### src/neuro_status_pkg.sv
// **********************************************************************
// Shared definitions for the neuron status memory.
// Holds the state field code and the default widths that the top level
// uses for its parameters. Referenced by scoped names only.
// **********************************************************************

`default_nettype none

package neuro_status_pkg;

	// state field code, same order as the port A field select
	typedef enum logic [1:0] {
		FIELD_BIAS      = 2'b00,
		FIELD_POTENTIAL = 2'b01,
		FIELD_THRESHOLD = 2'b10,
		FIELD_POST_HIST = 2'b11
	} state_field_e;

	// neuron index width
	localparam int DEF_NEURON_AW = 8;

	// axon index width, appended below the neuron index for synapse addresses
	localparam int DEF_AXON_AW = 8;

	// bias, potential, threshold and weight words
	localparam int DEF_WORD_W = 16;

	// spike history (STDP window) value
	localparam int DEF_HIST_W = 8;

	// weight fifo depth is 2**DEF_FIFO_AW
	localparam int DEF_FIFO_AW = 9;

endpackage

`default_nettype wire

### src/status_ram.sv
// **********************************************************************
// Simple dual-port RAM with a registered read address.
// Write is synchronous; the read address loads on rd_en_i and the output
// follows the memory content at that address until the next read.
// **********************************************************************

`default_nettype none

module status_ram #(
	parameter int  AW        = neuro_status_pkg::DEF_NEURON_AW,
	parameter type payload_t = logic [neuro_status_pkg::DEF_WORD_W-1:0]
) (
	input  wire logic            clk_i,
	input  wire logic            wr_en_i,
	input  wire logic [AW-1:0]   wr_addr_i,
	input  wire payload_t        wr_data_i,
	input  wire logic            rd_en_i,
	input  wire logic [AW-1:0]   rd_addr_i,
	output      payload_t        rd_data_o
);

	payload_t       mem [2**AW];
	logic [AW-1:0]  rd_addr_q;

	always_ff @(posedge clk_i)
	begin
		if (wr_en_i)
		begin
			mem[wr_addr_i] <= wr_data_i;
		end
	end

	// address is held between reads
	always_ff @(posedge clk_i)
	begin
		if (rd_en_i)
		begin
			rd_addr_q <= rd_addr_i;
		end
	end

	// write to the held address shows up right after the write edge
	assign rd_data_o = mem[rd_addr_q];

endmodule

`default_nettype wire

### config.mk
export PLATFORM = sky130hd
export DESIGN_NAME = status_ram
export DESIGN_NICKNAME = d
export VERILOG_FILES = /design/src/neuro_status_pkg.sv /design/src/status_ram.sv
export SDC_FILE = /design/constraint.sdc
export NUM_CORES = 2
export LEC_CHECK = 0
export BUFFER_PORTS_ARGS = -buffer_cell sky130_fd_sc_hd__buf_2
export CORE_ASPECT_RATIO = 0.5
export CORE_UTILIZATION = 41
export DETAILED_ROUTE_END_ITERATION = 10
export PLACE_DENSITY_LB_ADDON = 0.1
export SYNTH_ARGS = -nofsm -noshare
export SYNTH_HDL_FRONTEND = slang
export SYNTH_SLANG_ARGS = --single-unit
### constraint.sdc
create_clock -name clk_i -period 4.75 [get_ports clk_i]
set_input_delay 0.2375 -clock clk_i [delete_from_list [all_inputs] [get_ports clk_i]]
set_output_delay 0.2375 -clock clk_i [all_outputs]
set_load 0.01 [all_outputs]
==> run summary <==
• outcome: complete, no violations
• RSZ-0062 raised after global routing: true
• CTS Root Cell: sky130_fd_sc_hd__clkbuf_16
• final count of pins violating max slew: 0
• slack of the worst reg-to-reg path: 3.83 ns
• post-synthesis instance total: 7440
• count of clock tree sinks: 4112
• weighted congestion at the end of routability-driven global placement: 0.823
• count of flip-flops with a built-in enable after synthesis: 4104
• number of fill cells in the layout: 31700
• WP data required: 4.51 ns
• Post-Place Worst Slack: -0.295 ns
• via total after detailed routing: 80400
• multi-input gate area in the final layout: 34300 sq um
• Mapped Nets: 7475
• Main synth FF type: sky130_fd_sc_hd__edfxtp_1
• part of the Yosys area used for sequential elements: 77.6%
• synthesis warning total: 0
• sum of net half-perimeters after detailed placement: 286 mm
• asr flop ratio synth: 0%
• transition time at the pin with the least slew margin: 1.32 ns
• Setup Crit Path Kind: flip-flop to output pin
• relative slew slack: 12.0%
• clock insertion delay at the later pin of the skew report: 0.95 ns
• Max Fclk: 211 MHz
• Avg Vias per Cell: 5.92
• H-tree depth: 5
• Initial Utilization: 41.2%
• PnR worst setup slack: 0.00312 ns
• Cells after DPL: 12800
• first-pass detailed-route iteration total: 6
• Area contributors post-synth: sky130_fd_sc_hd__edfxtp_1 (78%), sky130_fd_sc_hd__mux4_2 (11%), sky130_fd_sc_hd__mux2i_1 (3.8%)
• # IOs: 51
• number of hold violations in the final report: 0
• antenna violations before repair: 33
• Final Power: 77.0 mW
• pin count of the biggest net entering global routing: 133
• fraction of final layout cells sized beyond drive strength 1: 28.0%
• die outline height: 442 um
• count of max-cap constraint violations: 0
• number of different library cells in the post-synthesis netlist: 57
• Clk pin slew, worst setup/hold paths: 0.06 ns
• cell row count: 161
• CP Max Fanout: 34
• Setup crit start kind: flip-flop
• die area: 390000 sq um
• Yosys top cell area share: 77.5%
• worst-path cell chain: or2_4 > buf_12 > o22ai_1 > nor3_1 > o21ai_2 > buf_4 > nand4b_1 > nor4_4 > buf_2
• Final nets: 8170
• most instantiated library cell after synthesis: sky130_fd_sc_hd__edfxtp_1
• maximum ir drop on the vdd rail: 0.296 mV
• filler-free cell count of the finished design: 13600
• crit share post-route: 99.9%
• Floorplan Core Area: 385000 sq um
• total global-route track usage: 23.9%
• minimum clock period: 4.75 ns
• leakage power figure: 58.2 nW
• drc violations: 0
• register area: 123000 sq um
• wire length reported by the detailed router: 476 mm
• core occupancy in the finished layout: 47.7%
• register bit total from synthesis: 4112
• largest stage delay on the critical path: 0.52 ns
• wire length per cell: 35.1 um
• Critical Path Slowest Stage Cell: sky130_fd_sc_hd__o22ai_1
• critical path arrival: 4.51 ns
• DR iter-0 viols: 10200
• TritonCTS clock tree: done
• width of the chip: 882 um
• number of clock buffers inserted by TritonCTS: 378
• family of cells with the greatest summed delay on the critical path: simple AND/OR/NAND/NOR gates
• power density over cell area: 419 nW/um^2
• clock tree skew after final layout: 0.0162 ns
• area added between synthesis and finish: 15.6%
• ranking of synthesized cells by instance count: sky130_fd_sc_hd__edfxtp_1 (4104), sky130_fd_sc_hd__mux4_2 (808), sky130_fd_sc_hd__mux2i_1 (606)
• buffer levels on the longest clock path: 4
• post-synthesis average cell area: 21.4 sq um
• worst hold margin: 0.0931 ns
• hold crit path type: input port to flip-flop
• global-route wire length before repair: 655 mm
• Synth area leader: sky130_fd_sc_hd__edfxtp_1
• overall overflow remaining after global route: 0
• vias in the first global route: 78800
• number of routed nets with antenna violations: 0
• capturing element type of the critical path: output pin
• PortBufs: 50
• CP Buf/Inv Count: 3
• final setup violation count: 0
• synthesized area: 159000 sq um
-- logic make-up after synthesis --
family | after synthesis | share of synthesized area (%)
muxes | 1427 | 15.4
and+or+nand+nor | 787 | 2.29
buffers and inverters | 450 | 1.75
AOI/OAI and AO/OA | 664 | 2.91
DFF | 4112 | 77.6
-- final timing paths --
kind                                    from      endpoint  cells past startpoint
worst max register to register  rd_addr_q[2]     flip-flop                      1
worst min register to register  rd_addr_q[4]     flip-flop                      1
worst max-delay path               flip-flop  rd_data_o[8]                      9
worst min-delay path            rd_addr_i[2]  rd_addr_q[2]                      2
-- flip-flops by register name, indices dropped and copies added, names as in the netlist, named ones only --
signal	count
mem	4096
rd_addr_q	8
-- what timing repair did --
action,in CTS,in global routing
endpoints found under the setup margin,16,15
pin swaps,28,26
gates cloned,18,10
setup buffers,31,38
hold buffers,32,0
resized for setup,241,67
hold endpoints to repair,1324,0
-- routing by layer --
layer,wire length [um],up-vias,track usage [%]
met5,12,-,0
met4,9710,2,4.70
met3,39500,503,4.77
met2,210000,3153,35.1
met1,217000,43800,37.4
li1,-,32900,-
-- cells in the final DEF, fill, tap and decap left out, types with 34 or more instances in the layout --
master and n:
sky130_fd_sc_hd__edfxtp_1 4104, sky130_fd_sc_hd__mux4_2 810, sky130_fd_sc_hd__mux2i_1 596, sky130_fd_sc_hd__buf_4 531
sky130_fd_sc_hd__clkbuf_16 394, sky130_fd_sc_hd__nor3_1 196, sky130_fd_sc_hd__nor2_1 174, sky130_fd_sc_hd__o22ai_1 168
sky130_fd_sc_hd__o221ai_1 154, sky130_fd_sc_hd__nor2_2 135, sky130_fd_sc_hd__a21oi_1 113, sky130_fd_sc_hd__clkinv_1 88
sky130_fd_sc_hd__nand2_1 85, sky130_fd_sc_hd__clkbuf_1 85, sky130_fd_sc_hd__buf_12 67, sky130_fd_sc_hd__clkinv_2 61
sky130_fd_sc_hd__o21ai_0 39, sky130_fd_sc_hd__nor4_1 34
-- through the flow --
stage          cell area [sq um]  setup TNS [ns]
5_1_grt                   184000         -0.0634
3_3_place_gp              169000           -1.02
4_1_cts                   183000          -0.202
2_1_floorplan             159000               0
6_report                  184000               0
3_5_place_dp              169000          -0.677
-- where the power goes --
| group | switching, mW | total [mW] | internal [mW] |
|---|---|---|---|
| logic | 4.41 | 7.08 | 2.67 |
| registers | 0.0458 | 40.0 | 40.0 |
| clock network | 13.7 | 29.9 | 16.2 |
-- layout make-up --
class / count / share of cell area, %
flip-flops and latches: 4112 / 67.2
multi-input cells: 2879 / 18.6
clock buffers: 469 / 5.40
repair buffers: 760 / 4.32
well taps: 5134 / 3.50
clock inverters: 205 / 0.946
diodes: 16 / 0.0218
inverters: 4 / 0.0163
Note: power is estimated with default switching activity, not from simulation.
