## src/neuro_status_pkg.sv

```systemverilog
// **********************************************************************
// Shared definitions for the neuron status memory.
// Holds the state field code and the default widths that the top level
// uses for its parameters. Referenced by scoped names only.
// **********************************************************************

`default_nettype none

package neuro_status_pkg;

	// state field code, same order as the port A field select
	typedef enum logic [1:0] {
		FIELD_BIAS      = 2'b00,
		FIELD_POTENTIAL = 2'b01,
		FIELD_THRESHOLD = 2'b10,
		FIELD_POST_HIST = 2'b11
	} state_field_e;

	// neuron index width
	localparam int DEF_NEURON_AW = 8;

	// axon index width, appended below the neuron index for synapse addresses
	localparam int DEF_AXON_AW = 8;

	// bias, potential, threshold and weight words
	localparam int DEF_WORD_W = 16;

	// spike history (STDP window) value
	localparam int DEF_HIST_W = 8;

	// weight fifo depth is 2**DEF_FIFO_AW
	localparam int DEF_FIFO_AW = 9;

endpackage

`default_nettype wire

```

## src/state_field_ctrl.sv

```systemverilog
// **********************************************************************
// State field controller of the neuron status memory.
// Turns the port A and port B field codes into one-hot RAM enables,
// keeps the field select of the last port A read for the output mux and
// delays each weight read by one cycle into the weight FIFO push.
// **********************************************************************

`default_nettype none

module state_field_ctrl #(
	parameter int WORD_W = neuro_status_pkg::DEF_WORD_W
) (
	input  wire logic                          clk_i,
	input  wire logic                          rst_n_i,
	input  wire logic                          state_rd_en_i,
	input  wire neuro_status_pkg::state_field_e state_rd_field_i,
	input  wire logic                          state_wr_en_i,
	input  wire neuro_status_pkg::state_field_e state_wr_field_i,
	input  wire logic [WORD_W-1:0]             bias_data_i,
	input  wire logic [WORD_W-1:0]             potential_data_i,
	input  wire logic [WORD_W-1:0]             threshold_data_i,
	input  wire logic [WORD_W-1:0]             post_hist_data_i,
	input  wire logic                          weight_rd_en_i,
	output      logic [3:0]                    field_rd_en_o,
	output      logic [3:0]                    field_wr_en_o,
	output      logic [WORD_W-1:0]             state_rd_data_o,
	output      logic                          fifo_push_o
);

	neuro_status_pkg::state_field_e field_sel_q;
	logic                           write_pending;

	// one-hot enables, bit index equals the field code
	assign field_rd_en_o = state_rd_en_i ? (4'b0001 << state_rd_field_i) : 4'b0000;
	assign field_wr_en_o = state_wr_en_i ? (4'b0001 << state_wr_field_i) : 4'b0000;

	// select only moves on a port A read so the output stays put
	always_ff @(posedge clk_i or negedge rst_n_i)
	begin
		if (!rst_n_i)
		begin
			field_sel_q <= neuro_status_pkg::FIELD_BIAS;
		end
		else if (state_rd_en_i)
		begin
			field_sel_q <= state_rd_field_i;
		end
	end

	always_comb
	begin
		case (field_sel_q)
			neuro_status_pkg::FIELD_BIAS:      state_rd_data_o = bias_data_i;
			neuro_status_pkg::FIELD_POTENTIAL: state_rd_data_o = potential_data_i;
			neuro_status_pkg::FIELD_THRESHOLD: state_rd_data_o = threshold_data_i;
			default:                           state_rd_data_o = post_hist_data_i;
		endcase
	end

	// weight word is valid one cycle after its read enable
	always_ff @(posedge clk_i or negedge rst_n_i)
	begin
		if (!rst_n_i)
		begin
			write_pending <= 1'b0;
		end
		else
		begin
			write_pending <= weight_rd_en_i;
		end
	end

	assign fifo_push_o = write_pending;

endmodule

`default_nettype wire

```

## config.mk

```make
export PLATFORM = sky130hd
export DESIGN_NAME = state_field_ctrl
export DESIGN_NICKNAME = d
export VERILOG_FILES = /design/src/neuro_status_pkg.sv /design/src/state_field_ctrl.sv
export SDC_FILE = /design/constraint.sdc
export NUM_CORES = 1
export LEC_CHECK = 0
export BUFFER_PORTS_ARGS = -buffer_cell sky130_fd_sc_hd__buf_2
export CAP_MARGIN = 20
export CORE_MARGIN = 1.5
export CORE_UTILIZATION = 28
export CTS_BUF_LIST = sky130_fd_sc_hd__clkbuf_4 sky130_fd_sc_hd__clkbuf_8
export CTS_CLUSTER_SIZE = 30
export DETAILED_ROUTE_END_ITERATION = 8
export PLACE_DENSITY = 0.81
export SYNTH_ARGS = -nofsm -noshare
export SYNTH_HDL_FRONTEND = slang
export SYNTH_SLANG_ARGS = --single-unit
```

## constraint.sdc

```tcl
create_clock -name clk_i -period 1.45 [get_ports clk_i]
set_input_delay 0.29 -clock clk_i [delete_from_list [all_inputs] [get_ports clk_i]]
set_output_delay 0.29 -clock clk_i [all_outputs]
set_load 0.005 [all_outputs]
```

==> results.toml, run 1 <==
[sta]
relSlewSlack = 0.894
setup_slack_ns = -0.300
worst_pin_slew_ns = 0.158
fin_setup_tns_ns = -4.03
final.setup_skew_ns = 0
finalCritPeriodShare = 1.21
finalHoldViolCount = 0
fmax_mhz = 571
maxSlewViolCount = 0
setup_viol_count_final = 16
fin_crit_ns = 1.75
rsz0062_at_grt = "yes"

[global_routing]
track_usage = 0.188
met1_usage = 0.188
antenna_found_initial = 0
grt_max_degree = 13
met2_usage = 0.345
grt-ovfl-total = 0
grt_use_met3 = 0.0613
grt_pass1_vias = 816
grt_first_pass_wirelength_mm = 3.48
top_usage_layer = "met2"

[power_and_ir_drop]
p_per_area_nw_per_um2 = 573
ir_worst_vdd_v = 0.000363
leakagePower_nw = 0.641

[yosys]
synth_area_leaders = "mux4_2, mux4_1, dfrtp_1"
ys_seq_area_frac = 0.128
synth_commonest_cells = "mux4_2, mux4_1, and3b_1"
synth_cell_types = 10
yosys_warnings = 0
yosys_most_used_dff = "dfrtp_1"
syn-instance-count = 33
yosys.area.top_type_share = 0.345
yosys.area.top_type = "mux4_2"
synth_area_um2 = 588
synth_edf_count = 0
yosysMostFrequentCell = "mux4_2"
synth-async-reset-ratio = 1.00
avgSynthCellArea_um2 = 17.8
synth_nets = 106
ys_ff_latch = 3

[run_status]
violations = "setup timing"
status = "finished with violations"

[cts]
clk_pin_slew_ns = 0.04
clock-sinks = 3
ctsRootBufferMaster = "clkbuf_4"
insertion_delay_ns = 0.23
clockBufferDepth = 2
cts_tree = "done"
cts_buffers = 3
htreeDepth = 1

[layout]
drive_gt1_frac = 0.920
final_util = 0.592
final_area_um2 = 1160
final_nets = 211
diodes = 0
finalNonFillerCells = 164
area_growth_pct = 97.7

[floorplan]
die-area_um2 = 2380
start_util = 0.300
num_io_pins = 98
die_x_um = 48.8
core_um2 = 1960
die_y_um = 48.8
rows = 16

[drt]
drtIter0Drc = 6
viasPerCell = 4.68
num_vias = 768
drc = 0
wl_per_cell_um = 13.0
antenna_left = 0
dr.pass1.iters = 4
wl_mm = 2.13

[hold_path]
min-delay-path-class = "in2reg"

[setup_path]
startpoint_type = "register"
worst-endpoint-required_ns = 1.16
path_max_fanout = 6
critical_path_arrival_ns = 1.46
critical_path_class = "reg2out"
critPathCaptureType = "primary output"

[placement]
placed_cell_area_um2 = 1120
place_ws_ns = -0.100
port_buffers = 97
dp_hpwl_mm = 1.83
dp_cells = 157
place_congestion = 0.645

[job]
cap_violations = 0
## path summary, 6_finish.rpt
path | startpoint | to | slack (ns) | cells past startpoint
max reg2reg | field_sel_q[0]$_DFFE_PN0P_ | field_sel_q[0]$_DFFE_PN0P_ | 0.42 | 3
max | field_sel_q[0]$_DFFE_PN0P_ | state_rd_data_o[0] | -0.30 | 4
min in group asynchronous | rst_n_i | fifo_push_o$_DFF_PN0_ | 0.38 | 2
min reg2reg | field_sel_q[1]$_DFFE_PN0P_ | field_sel_q[1]$_DFFE_PN0P_ | 0.59 | 1
min | weight_rd_en_i | fifo_push_o$_DFF_PN0_ | 0.17 | 1
max in group asynchronous | rst_n_i | field_sel_q[0]$_DFFE_PN0P_ | 0.95 | 2
## registers in the layout, indices dropped and copies added (netlist names)
register	count
fifo_push_o	1
field_sel_q	2
## report_power, final
group | switching [W] | leakage [nW] | internal, W
clock network | 0.0000408 | 0.0184 | 0.000122
registers | 0.00000631 | 0.0340 | 0.0000918
logic | 0.000132 | 0.589 | 0.000274
total | 0.000179 | 0.641 | 0.000488
## layout by cell type, fill, tap and decap left out
cell and instances:
buf_2 97, mux4_2 16, and3b_1 4, clkbuf_4 4, buf_6 3, nor3b_1 2
and3_1 2, mux2_2 2, dfrtp_1 2, buf_12 2, dfrtp_2 1, dlygate4sd3_1 1
buf_4 1
## area by class of cell
class                           instances  area (um2)
Tap cell                               27        33.8
Timing Repair Buffer                  104         577
Sequential cell                         3        76.3
Multi-Input combinational cell         26         445
Fill cell                             197         800
Clock buffer                            4        30.0
## through the flow
stage	hold WS (ns)	total power [W]
floorplan	-0.00559	0.000289
global placement	0.0870	0.000469
detailed placement	0.0913	0.000483
CTS	0.167	0.000703
global route	0.168	0.000714
finish	0.173	0.000667
## what timing repair did
action	4_1_cts	5_1_grt
pin swaps	0	0
setup buffers	2	0
hold endpoints to repair	3	0
hold buffers	1	0
resized for setup	12	0
gates cloned	1	0
endpoints found under the setup margin	16	16
## critical path, cell delays in order, from the launching register on
cell and delay (ns):
dfrtp_2 0.37, buf_6 0.11, buf_12 0.11, mux4_2 0.50
buf_2 0.14
## cells by family (layout without fill, tap and decap cells)
group	count (synthesis)	in the layout	share of synthesized area
muxes	18	18	0.696
buffers and inverters	4	108	0.0702
DFF	3	3	0.128
and+or+nand+nor	8	8	0.106
## metal layers
| layer | vias up | part of all wire | wire, um |
|---|---|---|---|
| met3 | 4 | 0.12 | 254 |
| met5 | - | 0 | 0 |
| met4 | 0 | 0.021 | 45 |
| met1 | 347 | 0.33 | 697 |
| li1 | 361 | - | - |
| met2 | 56 | 0.53 | 1130 |
Power figures use the tool's default switching activity.
==> run 2, diff against run 1 <==
--- a/config.mk
+++ b/config.mk
@@ -7,12 +7,14 @@
 export LEC_CHECK = 0
 export BUFFER_PORTS_ARGS = -buffer_cell sky130_fd_sc_hd__buf_2
 export CAP_MARGIN = 20
+export CELL_PAD_IN_SITES_DETAIL_PLACEMENT = 1
+export CELL_PAD_IN_SITES_GLOBAL_PLACEMENT = 2
 export CORE_MARGIN = 1.5
-export CORE_UTILIZATION = 28
+export CORE_UTILIZATION = 13
 export CTS_BUF_LIST = sky130_fd_sc_hd__clkbuf_4 sky130_fd_sc_hd__clkbuf_8
 export CTS_CLUSTER_SIZE = 30
 export DETAILED_ROUTE_END_ITERATION = 8
-export PLACE_DENSITY = 0.81
+export PLACE_DENSITY = 0.8
 export SYNTH_ARGS = -nofsm -noshare
 export SYNTH_HDL_FRONTEND = slang
 export SYNTH_SLANG_ARGS = --single-unit
==> run 2 against run 1 <==
The flow still finishes with violations (setup timing). Final cell count rose by 14%. Via count is 1.8% higher. First-iteration DRC count grew to 4.0 times the previous value. Wire length increased by 46%. Core utilization decreased by 32 points. Clock-buffer cell count unchanged. Sequential power is 2% lower. Worst hold slack gained 0.0097 ns. Sequential share of layout area decreased by 0.16 points.
==> results.toml, run 2 (same netlist as run 1, synthesis figures left out) <==
[placement]
port_buffers = 97
placed_cell_area_um2 = 1130
dp_hpwl_mm = 2.71
place_congestion = 0.834

[layout]
drive_gt1_frac = 0.911
largest_reg_flops = 2
fill_cells = 520
final_nets = 209
area_growth_pct = 99.1
final_cell_mix = "buf_2, mux4_2, and3b_1"
largest_register = "field_sel_q"
diodes = 0
final_area_um2 = 1170
final_common_cell = "buf_2"

[cts]
clk_pin_slew_ns = 0.03
clock-sinks = 3
cts_buffers = 3
cts_tree = "done"
cts_setup_buffers = 0
clockBufferDepth = 2
ctsRootBufferMaster = "clkbuf_8"
insertion_delay_ns = 0.21
htreeDepth = 1

[drt]
antenna_left = 0
drc = 0
num_vias = 782
drtIter0Drc = 24
wl_per_cell_um = 16.6
viasPerCell = 4.18
wl_mm = 3.11
dr.pass1.iters = 4

[run_status]
status = "finished with violations"
violations = "setup timing"

[setup_path]
cp_cell_sequence = "buf_6, mux4_2, buf_2"
critPathBufInv = 2
crit_family = "multiplexers"
worst-endpoint-required_ns = 1.16
critical_path_class = "reg2out"
critical_path_arrival_ns = 1.43
path_max_fanout = 7
startpoint_type = "register"
critPathSlowestCell = "mux4_2"
slowest_delay_ns = 0.52
critPathCaptureType = "primary output"

[sta]
setup_slack_ns = -0.267
maxSlewViolCount = 0
worst_pin_slew_ns = 0.159
finalHoldViolCount = 0
fin_crit_ns = 1.72
finalCritPeriodShare = 1.18
fmax_mhz = 582
holdWs_ns = 0.182
setup_viol_count_final = 16
relSlewSlack = 0.894
rsz0062_at_grt = "yes"
final.setup_skew_ns = 0

[global_routing]
grt_max_degree = 11
grt_first_pass_wirelength_mm = 4.87
grt_pass1_vias = 926
grt-ovfl-total = 0
track_usage = 0.126
antenna_found_initial = 0

[power_and_ir_drop]
ir_worst_vdd_v = 0.000275
leakagePower_nw = 0.632
p_per_area_nw_per_um2 = 648

[floorplan]
die_x_um = 70.3
rows = 24
num_io_pins = 98
core_um2 = 4350
die_y_um = 70.3
start_util = 0.135
die-area_um2 = 4940

[hold_path]
min-delay-path-class = "in2reg"

[job]
cap_violations = 0
run 2: cell types whose count changed in the layout (fill, tap and decap cells not counted), sizes merged:
cell,before,now
buf,103,101
run 2: final cells by class:
| type | count | area, um2 | area share |
|---|---|---|---|
| clock buffer | 4 | 48.8 | 0.0417 |
| multi-input combinational | 26 | 445 | 0.380 |
| sequential | 3 | 75.1 | 0.0641 |
| tap | 52 | 65.1 | 0.0556 |
| timing repair buffer | 102 | 537 | 0.458 |
run 2: through the flow:
step / setup TNS, ns / util / instances / setup slack (ns) / total power [W]
after floorplan: 0 / - / 33 / 0.0662 / 0.000289
after global placement: -0.601 / 0.259 / 182 / -0.0586 / 0.000471
after detailed placement: -0.938 / 0.259 / 182 / -0.0781 / 0.000482
after CTS: -4.31 / 0.269 / 187 / -0.286 / 0.000773
after global routing: -4.96 / 0.269 / 187 / -0.328 / 0.000818
final: -4.01 / 0.269 / 187 / -0.267 / 0.000758
run 2: worst paths after layout:
| kind | slack [ns] | to | startpoint | cells after the start |
|---|---|---|---|---|
| worst max-delay path | -0.27 | state_rd_data_o[1] | field_sel_q[0]$_DFFE_PN0P_ | 3 |
| max in group asynchronous | 0.94 | field_sel_q[0]$_DFFE_PN0P_ | rst_n_i | 2 |
| worst max register to register | 0.50 | field_sel_q[0]$_DFFE_PN0P_ | field_sel_q[0]$_DFFE_PN0P_ | 2 |
| min in group asynchronous | 0.40 | field_sel_q[1]$_DFFE_PN0P_ | rst_n_i | 2 |
| worst min-delay path | 0.18 | fifo_push_o$_DFF_PN0_ | weight_rd_en_i | 1 |
| worst min register to register | 0.73 | field_sel_q[1]$_DFFE_PN0P_ | field_sel_q[1]$_DFFE_PN0P_ | 2 |
run 2: metal layers:
| metal | routed length [um] | share of wire | GRT usage | up-vias |
|---|---|---|---|---|
| met3 | 201 | 0.065 | 0.0317 | 4 |
| met2 | 1670 | 0.54 | 0.225 | 48 |
| met1 | 1190 | 0.38 | 0.148 | 374 |
| met4 | 44 | 0.014 | 0.0342 | 0 |
| met5 | 0 | 0 | 0 | - |
| li1 | - | - | - | 356 |
run 2: timing repair:
item                                    4_1_cts  5_1_grt
hold buffers                                  1        0
endpoints found under the setup margin       16       16
gates cloned                                  0        0
endpoints found under the hold margin         3        0
resized for setup                            10        0
run 2: report_power, final:
part	switching, W	leakage (nW)	total, W	internal (W)
clock network	0.0000550	0.0262	0.000261	0.000206
registers	0.00000476	0.0350	0.0000961	0.0000914
logic	0.000147	0.570	0.000401	0.000254
